==> src/common/isaPkg.sv <==
`default_nettype none

package isaPkg;

	typedef logic [4:0] regAddr_t;
	typedef logic [31:0] word_t;

	// ======================================================================
	// primary opcodes, only the kept subset
	// ======================================================================
	typedef enum logic [5:0] {
		OP_RTYPE = 6'b000000,
		OP_J     = 6'b000010,
		OP_BEQ   = 6'b000100,
		OP_BNE   = 6'b000101,
		OP_ADDIU = 6'b001001,
		OP_SLTI  = 6'b001010,
		OP_ANDI  = 6'b001100,
		OP_ORI   = 6'b001101,
		OP_LUI   = 6'b001111,
		OP_LB    = 6'b100000,
		OP_LH    = 6'b100001,
		OP_LW    = 6'b100011,
		OP_LBU   = 6'b100100,
		OP_LHU   = 6'b100101,
		OP_SB    = 6'b101000,
		OP_SH    = 6'b101001,
		OP_SW    = 6'b101011
	} opcode_t;

	// r-type function field
	typedef enum logic [5:0] {
		FN_SLL  = 6'b000000,
		FN_SRL  = 6'b000010,
		FN_ADDU = 6'b100001,
		FN_SUBU = 6'b100011,
		FN_AND  = 6'b100100,
		FN_OR   = 6'b100101,
		FN_XOR  = 6'b100110,
		FN_SLT  = 6'b101010
	} funct_t;

	typedef enum logic [3:0] {
		ALU_ADD,
		ALU_SUB,
		ALU_AND,
		ALU_OR,
		ALU_XOR,
		ALU_SLT,
		ALU_SLL,
		ALU_SRL,
		ALU_LUI
	} aluOp_t;

	// same word seen as r-format or i-format
	typedef struct packed {
		opcode_t op;
		regAddr_t rs;
		regAddr_t rt;
		regAddr_t rd;
		logic [4:0] shamt;
		funct_t funct;
	} rView_t;

	typedef struct packed {
		opcode_t op;
		regAddr_t rs;
		regAddr_t rt;
		logic [15:0] imm;
	} iView_t;

	// j target is rs, rt and imm of the i view taken together
	typedef union packed {
		rView_t r;
		iView_t i;
	} instr_t;

endpackage

`default_nettype wire

==> src/common/pipePkg.sv <==
`default_nettype none

package pipePkg;

	import isaPkg::*;

	// pc after reset, kseg1 boot rom
	localparam word_t resetVector = 32'hBFC00000;

	typedef enum logic [1:0] {
		MEM_BYTE = 2'd0,
		MEM_HALF = 2'd1,
		MEM_WORD = 2'd2
	} memSize_t;

	// mem stage has priority over wb
	typedef enum logic [1:0] {
		FWD_NONE = 2'd0,
		FWD_MEM  = 2'd1,
		FWD_WB   = 2'd2
	} fwdSel_t;

	// ======================================================================
	// decoded control, zero means nop
	// ======================================================================
	typedef struct packed {
		logic regWrite;
		logic memToReg;
		logic memWrite;
		logic memRead;
		logic aluSrcImm;
		logic regDstRd;
		aluOp_t aluOp;
		memSize_t memSize;
		logic loadSigned;
		logic branch;
		logic branchNe;
		logic jump;
	} ctrl_t;

	// ======================================================================
	// stage registers
	// ======================================================================
	typedef struct packed {
		ctrl_t ctrl;
		logic valid;
		word_t pc;
		word_t rsVal;
		word_t rtVal;
		// raw imm16, shamt sits in bits 10:6
		logic [15:0] imm;
		regAddr_t rs;
		regAddr_t rt;
		regAddr_t dest;
	} idEx_t;

	typedef struct packed {
		ctrl_t ctrl;
		logic valid;
		word_t pc;
		word_t aluOut;
		word_t storeData;
		regAddr_t dest;
	} exMem_t;

	typedef struct packed {
		ctrl_t ctrl;
		logic valid;
		word_t pc;
		word_t aluOut;
		word_t loadData;
		regAddr_t dest;
	} memWb_t;

	// data side request, word address
	typedef struct packed {
		word_t addr;
		word_t wdata;
		logic [3:0] byteEn;
		logic read;
	} memReq_t;

	// one retired register write
	typedef struct packed {
		logic valid;
		word_t pc;
		regAddr_t dest;
		word_t data;
	} wbTrace_t;

endpackage

`default_nettype wire

==> src/logic/alu.sv <==
`timescale 1ns/1ps
`default_nettype none

module alu
	import isaPkg::*;
(
	input wire aluOp_t op,
	input wire word_t a,
	input wire word_t b,
	input wire logic [4:0] shamt,
	output word_t y
);

	logic lessThan;

	// signed compare for slt and slti
	assign lessThan = $signed(a) < $signed(b);

	always_comb begin
		case (op)
			ALU_ADD: y = a + b;
			ALU_SUB: y = a - b;
			ALU_AND: y = a & b;
			ALU_OR: y = a | b;
			ALU_XOR: y = a ^ b;
			ALU_SLT: y = {31'b0, lessThan};
			// shifts take rt, amount from the instruction
			ALU_SLL: y = b << shamt;
			ALU_SRL: y = b >> shamt;
			// lui puts imm16 in the upper half
			ALU_LUI: y = {b[15:0], 16'h0000};
			default: y = '0;
		endcase
	end

endmodule

`default_nettype wire

==> src/logic/controlDecoder.sv <==
`timescale 1ns/1ps
`default_nettype none

module controlDecoder
	import isaPkg::*;
	import pipePkg::*;
(
	input wire instr_t instr,
	output ctrl_t ctrl
);

	always_comb begin
		ctrl = '0;
		case (instr.r.op)
			// ==============================================================
			// register-register
			// ==============================================================
			OP_RTYPE: begin
				ctrl.regWrite = 1'b1;
				ctrl.regDstRd = 1'b1;
				case (instr.r.funct)
					FN_SLL: ctrl.aluOp = ALU_SLL;
					FN_SRL: ctrl.aluOp = ALU_SRL;
					FN_ADDU: ctrl.aluOp = ALU_ADD;
					FN_SUBU: ctrl.aluOp = ALU_SUB;
					FN_AND: ctrl.aluOp = ALU_AND;
					FN_OR: ctrl.aluOp = ALU_OR;
					FN_XOR: ctrl.aluOp = ALU_XOR;
					FN_SLT: ctrl.aluOp = ALU_SLT;
					// unknown funct acts as nop
					default: ctrl = '0;
				endcase
			end
			// immediate alu ops, result to rt
			OP_ADDIU, OP_SLTI, OP_ANDI, OP_ORI, OP_LUI: begin
				ctrl.regWrite = 1'b1;
				ctrl.aluSrcImm = 1'b1;
				case (instr.i.op)
					OP_SLTI: ctrl.aluOp = ALU_SLT;
					OP_ANDI: ctrl.aluOp = ALU_AND;
					OP_ORI: ctrl.aluOp = ALU_OR;
					OP_LUI: ctrl.aluOp = ALU_LUI;
					default: ctrl.aluOp = ALU_ADD;
				endcase
			end
			// ==============================================================
			// loads and stores, address is rs + simm
			// ==============================================================
			OP_LB, OP_LBU, OP_LH, OP_LHU, OP_LW: begin
				ctrl.regWrite = 1'b1;
				ctrl.memToReg = 1'b1;
				ctrl.memRead = 1'b1;
				ctrl.aluSrcImm = 1'b1;
				ctrl.aluOp = ALU_ADD;
				ctrl.loadSigned = (instr.i.op == OP_LB) || (instr.i.op == OP_LH);
				case (instr.i.op)
					OP_LB, OP_LBU: ctrl.memSize = MEM_BYTE;
					OP_LH, OP_LHU: ctrl.memSize = MEM_HALF;
					default: ctrl.memSize = MEM_WORD;
				endcase
			end
			OP_SB, OP_SH, OP_SW: begin
				ctrl.memWrite = 1'b1;
				ctrl.aluSrcImm = 1'b1;
				ctrl.aluOp = ALU_ADD;
				case (instr.i.op)
					OP_SB: ctrl.memSize = MEM_BYTE;
					OP_SH: ctrl.memSize = MEM_HALF;
					default: ctrl.memSize = MEM_WORD;
				endcase
			end
			// branches resolve in decode
			OP_BEQ: ctrl.branch = 1'b1;
			OP_BNE: begin
				ctrl.branch = 1'b1;
				ctrl.branchNe = 1'b1;
			end
			OP_J: ctrl.jump = 1'b1;
			default: ctrl = '0;
		endcase
	end

endmodule

`default_nettype wire

==> src/logic/hazardUnit.sv <==
`timescale 1ns/1ps
`default_nettype none

module hazardUnit
	import isaPkg::*;
	import pipePkg::*;
(
	input wire regAddr_t rsD,
	input wire regAddr_t rtD,
	input wire regAddr_t rsE,
	input wire regAddr_t rtE,
	input wire regAddr_t destE,
	input wire regAddr_t destM,
	input wire regAddr_t destW,
	input wire ctrl_t ctrlD,
	input wire ctrl_t ctrlE,
	input wire ctrl_t ctrlM,
	input wire ctrl_t ctrlW,
	input wire iStall,
	input wire dStall,
	output fwdSel_t fwdA,
	output fwdSel_t fwdB,
	output logic fwdBrA,
	output logic fwdBrB,
	output logic stallId,
	output logic freeze
);

	logic usesRs;
	logic usesRt;
	logic loadUse;
	logic branchWait;

	// producer writes a nonzero register that the consumer reads
	function automatic logic hit(regAddr_t src, regAddr_t dest, logic writes);
		return writes && dest != '0 && dest == src;
	endfunction

	function automatic fwdSel_t pickFwd(regAddr_t src, regAddr_t dM, regAddr_t dW,
			logic wrM, logic wrW);
		if (hit(src, dM, wrM)) begin
			return FWD_MEM;
		end
		if (hit(src, dW, wrW)) begin
			return FWD_WB;
		end
		return FWD_NONE;
	endfunction

	// ======================================================================
	// forwarding
	// ======================================================================
	assign fwdA = pickFwd(rsE, destM, destW, ctrlM.regWrite, ctrlW.regWrite);
	assign fwdB = pickFwd(rtE, destM, destW, ctrlM.regWrite, ctrlW.regWrite);

	// branch compare only from mem, wb comes through the register file
	assign fwdBrA = hit(rsD, destM, ctrlM.regWrite && !ctrlM.memRead);
	assign fwdBrB = hit(rtD, destM, ctrlM.regWrite && !ctrlM.memRead);

	// ======================================================================
	// interlocks
	// ======================================================================
	// j carries target bits in rs/rt, i-type alu ops write rt
	assign usesRs = (|ctrlD) && !ctrlD.jump;
	assign usesRt = usesRs && (!ctrlD.aluSrcImm || ctrlD.memWrite);

	// load in execute, one bubble
	assign loadUse = (usesRs && hit(rsD, destE, ctrlE.memRead))
		|| (usesRt && hit(rtD, destE, ctrlE.memRead));

	// alu result still in execute, or load still in memory
	assign branchWait = ctrlD.branch && (hit(rsD, destE, ctrlE.regWrite)
		|| hit(rtD, destE, ctrlE.regWrite)
		|| hit(rsD, destM, ctrlM.memRead)
		|| hit(rtD, destM, ctrlM.memRead));

	assign stallId = loadUse || branchWait;

	// either memory busy, whole pipe holds
	assign freeze = iStall || dStall;

endmodule

`default_nettype wire

==> src/logic/loadStoreAlign.sv <==
`timescale 1ns/1ps
`default_nettype none

module loadStoreAlign
	import isaPkg::*;
	import pipePkg::*;
(
	input wire word_t addr,
	input wire memSize_t size,
	input wire word_t storeData,
	input wire word_t rawLoad,
	input wire loadSigned,
	output logic [3:0] byteEn,
	output word_t laneData,
	output word_t loadData
);

	logic [7:0] loadByte;
	logic [15:0] loadHalf;

	// ======================================================================
	// store side, little-endian lanes
	// ======================================================================
	always_comb begin
		case (size)
			MEM_BYTE: begin
				byteEn = 4'b0001 << addr[1:0];
				laneData = {4{storeData[7:0]}};
			end
			MEM_HALF: begin
				byteEn = addr[1] ? 4'b1100 : 4'b0011;
				laneData = {2{storeData[15:0]}};
			end
			default: begin
				byteEn = 4'b1111;
				laneData = storeData;
			end
		endcase
	end

	// ======================================================================
	// load side
	// ======================================================================
	// addressed lane down to bit 0
	assign loadByte = rawLoad[8*addr[1:0] +: 8];
	assign loadHalf = addr[1] ? rawLoad[31:16] : rawLoad[15:0];

	always_comb begin
		case (size)
			MEM_BYTE: loadData = {{24{loadSigned && loadByte[7]}}, loadByte};
			MEM_HALF: loadData = {{16{loadSigned && loadHalf[15]}}, loadHalf};
			default: loadData = rawLoad;
		endcase
	end

endmodule

`default_nettype wire

==> src/logic/mipsCore.sv <==
`timescale 1ns/1ps
`default_nettype none

module mipsCore
	import isaPkg::*;
	import pipePkg::*;
(
	input wire clk,
	input wire rstN,
	output word_t pcF,
	input wire word_t instrF,
	input wire iStall,
	output memReq_t dReq,
	input wire word_t dRdata,
	input wire dStall,
	output wbTrace_t trace
);

	// fetch/decode register
	logic validD;
	word_t pcD;
	instr_t instrD;

	idEx_t idEx;
	exMem_t exMem;
	memWb_t memWb;

	// hazard decisions
	logic freeze;
	logic stallId;
	fwdSel_t fwdA;
	fwdSel_t fwdB;
	logic fwdBrA;
	logic fwdBrB;

	// decode
	ctrl_t ctrlDec;
	ctrl_t ctrlD;
	word_t rfA;
	word_t rfB;
	word_t brA;
	word_t brB;
	word_t pcPlus4D;
	word_t brTarget;
	word_t jTarget;
	word_t pcNext;
	regAddr_t destD;
	logic taken;

	// execute, memory, writeback
	word_t immE;
	word_t opA;
	word_t opB;
	word_t aluY;
	logic [3:0] laneEn;
	word_t laneData;
	word_t loadData;
	word_t resultW;
	logic wbWrite;

	function automatic word_t fwdMux(fwdSel_t sel, word_t regVal, word_t memVal,
			word_t wbVal);
		case (sel)
			FWD_MEM: return memVal;
			FWD_WB: return wbVal;
			default: return regVal;
		endcase
	endfunction

	// ======================================================================
	// fetch
	// ======================================================================
	always_ff @(posedge clk or negedge rstN) begin
		if (!rstN) begin
			pcF <= resetVector;
			validD <= 1'b0;
			pcD <= '0;
			instrD <= '0;
		end else if (!freeze && !stallId) begin
			pcF <= pcNext;
			validD <= 1'b1;
			pcD <= pcF;
			instrD <= instrF;
		end
	end

	// ======================================================================
	// decode, branch resolved here
	// ======================================================================
	controlDecoder uDecoder (
		.instr(instrD),
		.ctrl(ctrlDec)
	);

	// empty slot after reset decodes as nop
	assign ctrlD = validD ? ctrlDec : '0;
	assign destD = ctrlD.regDstRd ? instrD.r.rd : instrD.r.rt;

	regFile uRegFile (
		.clk(clk),
		.rstN(rstN),
		.we(wbWrite),
		.raddrA(instrD.r.rs),
		.raddrB(instrD.r.rt),
		.waddr(memWb.dest),
		.wdata(resultW),
		.rdataA(rfA),
		.rdataB(rfB)
	);

	assign brA = fwdBrA ? exMem.aluOut : rfA;
	assign brB = fwdBrB ? exMem.aluOut : rfB;
	assign taken = ctrlD.branch && ((brA == brB) != ctrlD.branchNe);

	// targets relative to the delay slot
	assign pcPlus4D = pcD + 32'd4;
	assign brTarget = pcPlus4D + {{14{instrD.i.imm[15]}}, instrD.i.imm, 2'b00};
	assign jTarget = {pcPlus4D[31:28], instrD.i.rs, instrD.i.rt, instrD.i.imm, 2'b00};
	assign pcNext = ctrlD.jump ? jTarget : (taken ? brTarget : pcF + 32'd4);

	hazardUnit uHazard (
		.rsD(instrD.r.rs),
		.rtD(instrD.r.rt),
		.rsE(idEx.rs),
		.rtE(idEx.rt),
		.destE(idEx.dest),
		.destM(exMem.dest),
		.destW(memWb.dest),
		.ctrlD(ctrlD),
		.ctrlE(idEx.ctrl),
		.ctrlM(exMem.ctrl),
		.ctrlW(memWb.ctrl),
		.iStall(iStall),
		.dStall(dStall),
		.fwdA(fwdA),
		.fwdB(fwdB),
		.fwdBrA(fwdBrA),
		.fwdBrB(fwdBrB),
		.stallId(stallId),
		.freeze(freeze)
	);

	// interlock pushes a bubble into execute
	always_ff @(posedge clk or negedge rstN) begin
		if (!rstN) begin
			idEx <= '0;
		end else if (!freeze) begin
			if (stallId) begin
				idEx <= '0;
			end else begin
				idEx.ctrl <= ctrlD;
				idEx.valid <= validD;
				idEx.pc <= pcD;
				idEx.rsVal <= rfA;
				idEx.rtVal <= rfB;
				idEx.imm <= instrD.i.imm;
				idEx.rs <= instrD.r.rs;
				idEx.rt <= instrD.r.rt;
				idEx.dest <= destD;
			end
		end
	end

	// ======================================================================
	// execute
	// ======================================================================
	// andi and ori zero-extend, the rest sign-extend
	assign immE = (idEx.ctrl.aluOp inside {ALU_AND, ALU_OR})
		? {16'h0000, idEx.imm}
		: {{16{idEx.imm[15]}}, idEx.imm};

	assign opA = fwdMux(fwdA, idEx.rsVal, exMem.aluOut, resultW);
	assign opB = fwdMux(fwdB, idEx.rtVal, exMem.aluOut, resultW);

	alu uAlu (
		.op(idEx.ctrl.aluOp),
		.a(opA),
		.b(idEx.ctrl.aluSrcImm ? immE : opB),
		.shamt(idEx.imm[10:6]),
		.y(aluY)
	);

	always_ff @(posedge clk or negedge rstN) begin
		if (!rstN) begin
			exMem <= '0;
		end else if (!freeze) begin
			exMem.ctrl <= idEx.ctrl;
			exMem.valid <= idEx.valid;
			exMem.pc <= idEx.pc;
			exMem.aluOut <= aluY;
			// forwarded rt is the store data
			exMem.storeData <= opB;
			exMem.dest <= idEx.dest;
		end
	end

	// ======================================================================
	// memory
	// ======================================================================
	loadStoreAlign uAlign (
		.addr(exMem.aluOut),
		.size(exMem.ctrl.memSize),
		.storeData(exMem.storeData),
		.rawLoad(dRdata),
		.loadSigned(exMem.ctrl.loadSigned),
		.byteEn(laneEn),
		.laneData(laneData),
		.loadData(loadData)
	);

	always_comb begin
		dReq.addr = {exMem.aluOut[31:2], 2'b00};
		dReq.wdata = laneData;
		dReq.byteEn = (exMem.valid && exMem.ctrl.memWrite) ? laneEn : 4'b0000;
		dReq.read = exMem.valid && exMem.ctrl.memRead;
	end

	always_ff @(posedge clk or negedge rstN) begin
		if (!rstN) begin
			memWb <= '0;
		end else if (!freeze) begin
			memWb.ctrl <= exMem.ctrl;
			memWb.valid <= exMem.valid;
			memWb.pc <= exMem.pc;
			memWb.aluOut <= exMem.aluOut;
			memWb.loadData <= loadData;
			memWb.dest <= exMem.dest;
		end
	end

	// ======================================================================
	// writeback and trace
	// ======================================================================
	assign resultW = memWb.ctrl.memToReg ? memWb.loadData : memWb.aluOut;
	// no write while frozen, once per instruction
	assign wbWrite = memWb.valid && memWb.ctrl.regWrite && !freeze;

	always_comb begin
		trace.valid = wbWrite && memWb.dest != '0;
		trace.pc = memWb.pc;
		trace.dest = memWb.dest;
		trace.data = resultW;
	end

endmodule

`default_nettype wire

==> src/logic/regFile.sv <==
`timescale 1ns/1ps
`default_nettype none

module regFile
	import isaPkg::*;
(
	input wire clk,
	input wire rstN,
	input wire we,
	input wire regAddr_t raddrA,
	input wire regAddr_t raddrB,
	input wire regAddr_t waddr,
	input wire word_t wdata,
	output word_t rdataA,
	output word_t rdataB
);

	// r0 has no storage
	word_t regs [1:31];

	always_ff @(posedge clk or negedge rstN) begin
		if (!rstN) begin
			for (int i = 1; i < 32; i++) begin
				regs[i] <= '0;
			end
		end else if (we && waddr != '0) begin
			regs[waddr] <= wdata;
		end
	end

	// write-through, so decode sees the wb result in the same cycle
	function automatic word_t readPort(regAddr_t addr);
		if (addr == '0) begin
			return '0;
		end
		if (we && waddr == addr) begin
			return wdata;
		end
		return regs[addr];
	endfunction

	always_comb begin
		rdataA = readPort(raddrA);
		rdataB = readPort(raddrB);
	end

endmodule

`default_nettype wire

==> config.mk <==
export PLATFORM = sky130hd
export DESIGN_NAME = mipsCore
export DESIGN_NICKNAME = d
export VERILOG_FILES = /design/src/common/isaPkg.sv /design/src/common/pipePkg.sv /design/src/logic/alu.sv /design/src/logic/controlDecoder.sv /design/src/logic/hazardUnit.sv /design/src/logic/loadStoreAlign.sv /design/src/logic/mipsCore.sv /design/src/logic/regFile.sv
export SDC_FILE = /design/constraint.sdc
export NUM_CORES = 2
export LEC_CHECK = 0
export ABC_CLOCK_PERIOD_IN_PS = 17400
export BUFFER_PORTS_ARGS = -buffer_cell sky130_fd_sc_hd__buf_4
export CAP_MARGIN = 20
export CORE_UTILIZATION = 37
export CTS_CLUSTER_DIAMETER = 30
export CTS_CLUSTER_SIZE = 24
export DETAILED_ROUTE_END_ITERATION = 8
export HOLD_SLACK_MARGIN = 0.03
export PLACE_DENSITY = 0.58
export SLEW_MARGIN = 40
export SYNTH_ARGS = -nofsm -noshare
export SYNTH_HDL_FRONTEND = slang
export SYNTH_HIERARCHICAL = 1
export SYNTH_SLANG_ARGS = --single-unit
==> constraint.sdc <==
create_clock -name clk -period 17.4 [get_ports clk]
set_clock_uncertainty 0.15 [all_clocks]
set_input_delay 3.48 -clock clk [delete_from_list [all_inputs] [get_ports clk]]
set_output_delay 3.48 -clock clk [all_outputs]
set_load 0.02 [all_outputs]
==> results.cfg <==
[outcome]
status = completed

[timing]
hold_viol_final = 0
period_needed_ns = 8.33
rsz0062_at_grt = false
fin_crit_sh_pct = 47.9
relSlewSlack_pct = 38.2
setup_viol = 0
drv_slew = 0
fin_tns_setup_ns = 0
worst_slew_pin_slew_ns = 0.918
fmax_mhz = 120

[clock_tree]
clockBufferDepth = 4
htree_levels = 5
clk-insertion-delay-late_ns = 0.94
cts_resized = 0
cts_tree = built
clock-root-buffer = clkbuf_16
cts_buffers = 367
clkSinkCount = 1442
cts_setup_buffers = 0
clk_pin_slew_ns = 0.05
holdBufCountCts = 0

[grt]
grt_usage_pct = 27.5
grt_max_degree = 158
first_global_vias = 70700
grt_pass1_wl_um = 496000
antenna_found_initial = 17
gr-total-overflow = 0

[power]
swShare_pct = 35.6
pwr-share-clk_pct = 43.8
seq_power_share_pct = 26.7
power.density_nw_per_um2 = 149
peakVddDrop_mv = 0.0810
intPower_mw = 10.2
p_sw_mw = 5.65
power_frac_comb_pct = 29.5
cellLeakagePower_nw = 47.4

[cells_and_area]
drive_gt1_share_pct = 36.0
num-nets-final = 8211
layout_common_cells = dfrtp_1, mux2_2, nand2_1
final_area_um2 = 106000
final_common_cell = dfrtp_1
syn2layout_area_growth_pct = 19.2

[detailed_routing]
drt_iter0_drc = 7359
ant_nets = 0
drc = 0
first_pass_iters = 6
viasPerCell = 6.13
vias = 70300
wl_um = 340000
routedWlPerCell_um = 29.7

[setup_path]
cpMostUsedCell = buf_4
arrival_ns = 4.70
crit_chain = buf_4, or2_4, nor2_1, buf_4, o21a_1, buf_4
crit_path_top_delay_cell = or2_4
endpoint_kind = output port
critPathKind = in -> out
required_ns = 13.77
path_max_fanout = 33
cpPeakStageDelay_ns = 0.41
critPathLaunchType = primary input

[placed_design]
portBuffers = 236
gp_congestion = 0.952
hpwl_um = 223000
post_dp_cell_area_um2 = 93200

[synthesis]
syn_area_um2 = 89000
yosys_warnings = 6
syn_area_per_cell_um2 = 11.2
synthCells = 7963

[floorplanning]
die-area_um2 = 243000
io_pins = 239
coreArea_um2 = 239000
chipHeight_um = 492
initial_utilization_pct = 37.3
die_x_um = 492
num_rows = 179

[hold_path]
hold_path.class = reg -> reg

[run]
cap_violations = 0
-- cell type report --
class / instances / area [um^2]
Tap cell: 3167 / 3960
Timing Repair Buffer: 477 / 4040
Antenna cell: 10 / 25.0
Fill cell: 21900 / 132000
Multi-Input combinational cell: 5567 / 48700
Inverter: 149 / 569
Sequential cell: 1442 / 36100
Clock buffer: 482 / 10400
Clock inverter: 170 / 2320
-- power by group through the flow --
stage / clock network, mW / registers (mW) / logic (mW)
after floorplan: 0 / 4.02 / 2.95
after global routing: 7.21 / 4.28 / 4.93
after CTS: 7.03 / 4.23 / 4.59
after global placement: 0 / 4.26 / 4.51
final: 6.95 / 4.24 / 4.68
after detailed placement: 0 / 4.27 / 4.58
-- per-layer routing --
| layer | up-vias | global-route usage, % | wire, um | part of all wire, % |
|---|---|---|---|---|
| met5 | - | 0 | 38 | 0.011 |
| met4 | 6 | 14.2 | 18100 | 5.3 |
| met3 | 782 | 6.71 | 28400 | 8.3 |
| met2 | 3219 | 41.5 | 152000 | 45 |
| met1 | 36500 | 36.6 | 141000 | 42 |
| li1 | 29800 | - | - | - |
-- critical path, delay by kind of cell --
kind / cells / cell delay [ns]
buf+inv: 3 / 0.47
compound gates: 1 / 0.16
simple gates: 2 / 0.57
-- worst paths after layout --
kind	slack [ns]	start	to	cells past startpoint
worst max-delay path	9.07	dStall	trace[69]	6
max in group asynchronous	12.17	rstN	memWb[40]	5
worst max register to register	9.26	instrD[21]	pcF[19]	17
min in group asynchronous	2.31	rstN	uRegFile/regs[168]	1
worst min register to register	0.32	pcD[1]	pcD[1]	2
worst min-delay path	0.32	pcD[1]	pcD[1]	2
-- through the flow --
step / setup slack, ns / hold WS (ns) / utilization [%] / std cells / power [mW]
6_report: 9.07 / 0.317 / 44.5 / 11500 / 15.9
5_1_grt: 8.98 / 0.348 / 44.5 / 11500 / 16.4
4_1_cts: 9.07 / 0.317 / 44.4 / 11400 / 15.8
3_5_place_dp: 8.76 / 0.305 / 39.1 / 10800 / 8.85
3_3_place_gp: 8.52 / 0.300 / 38.9 / 10800 / 8.77
2_1_floorplan: 8.87 / 0.288 / - / 7964 / 6.98
-- sequential cells by signal, summed over array words and instances, names as in the netlist --
signal,flops
memWb,67
validD,1
instrD,32
dReq,30
exMem,79
pcD,32
trace,37
idEx,140
uRegFile/regs,992
pcF,32
(Power assumes the default switching activity.)
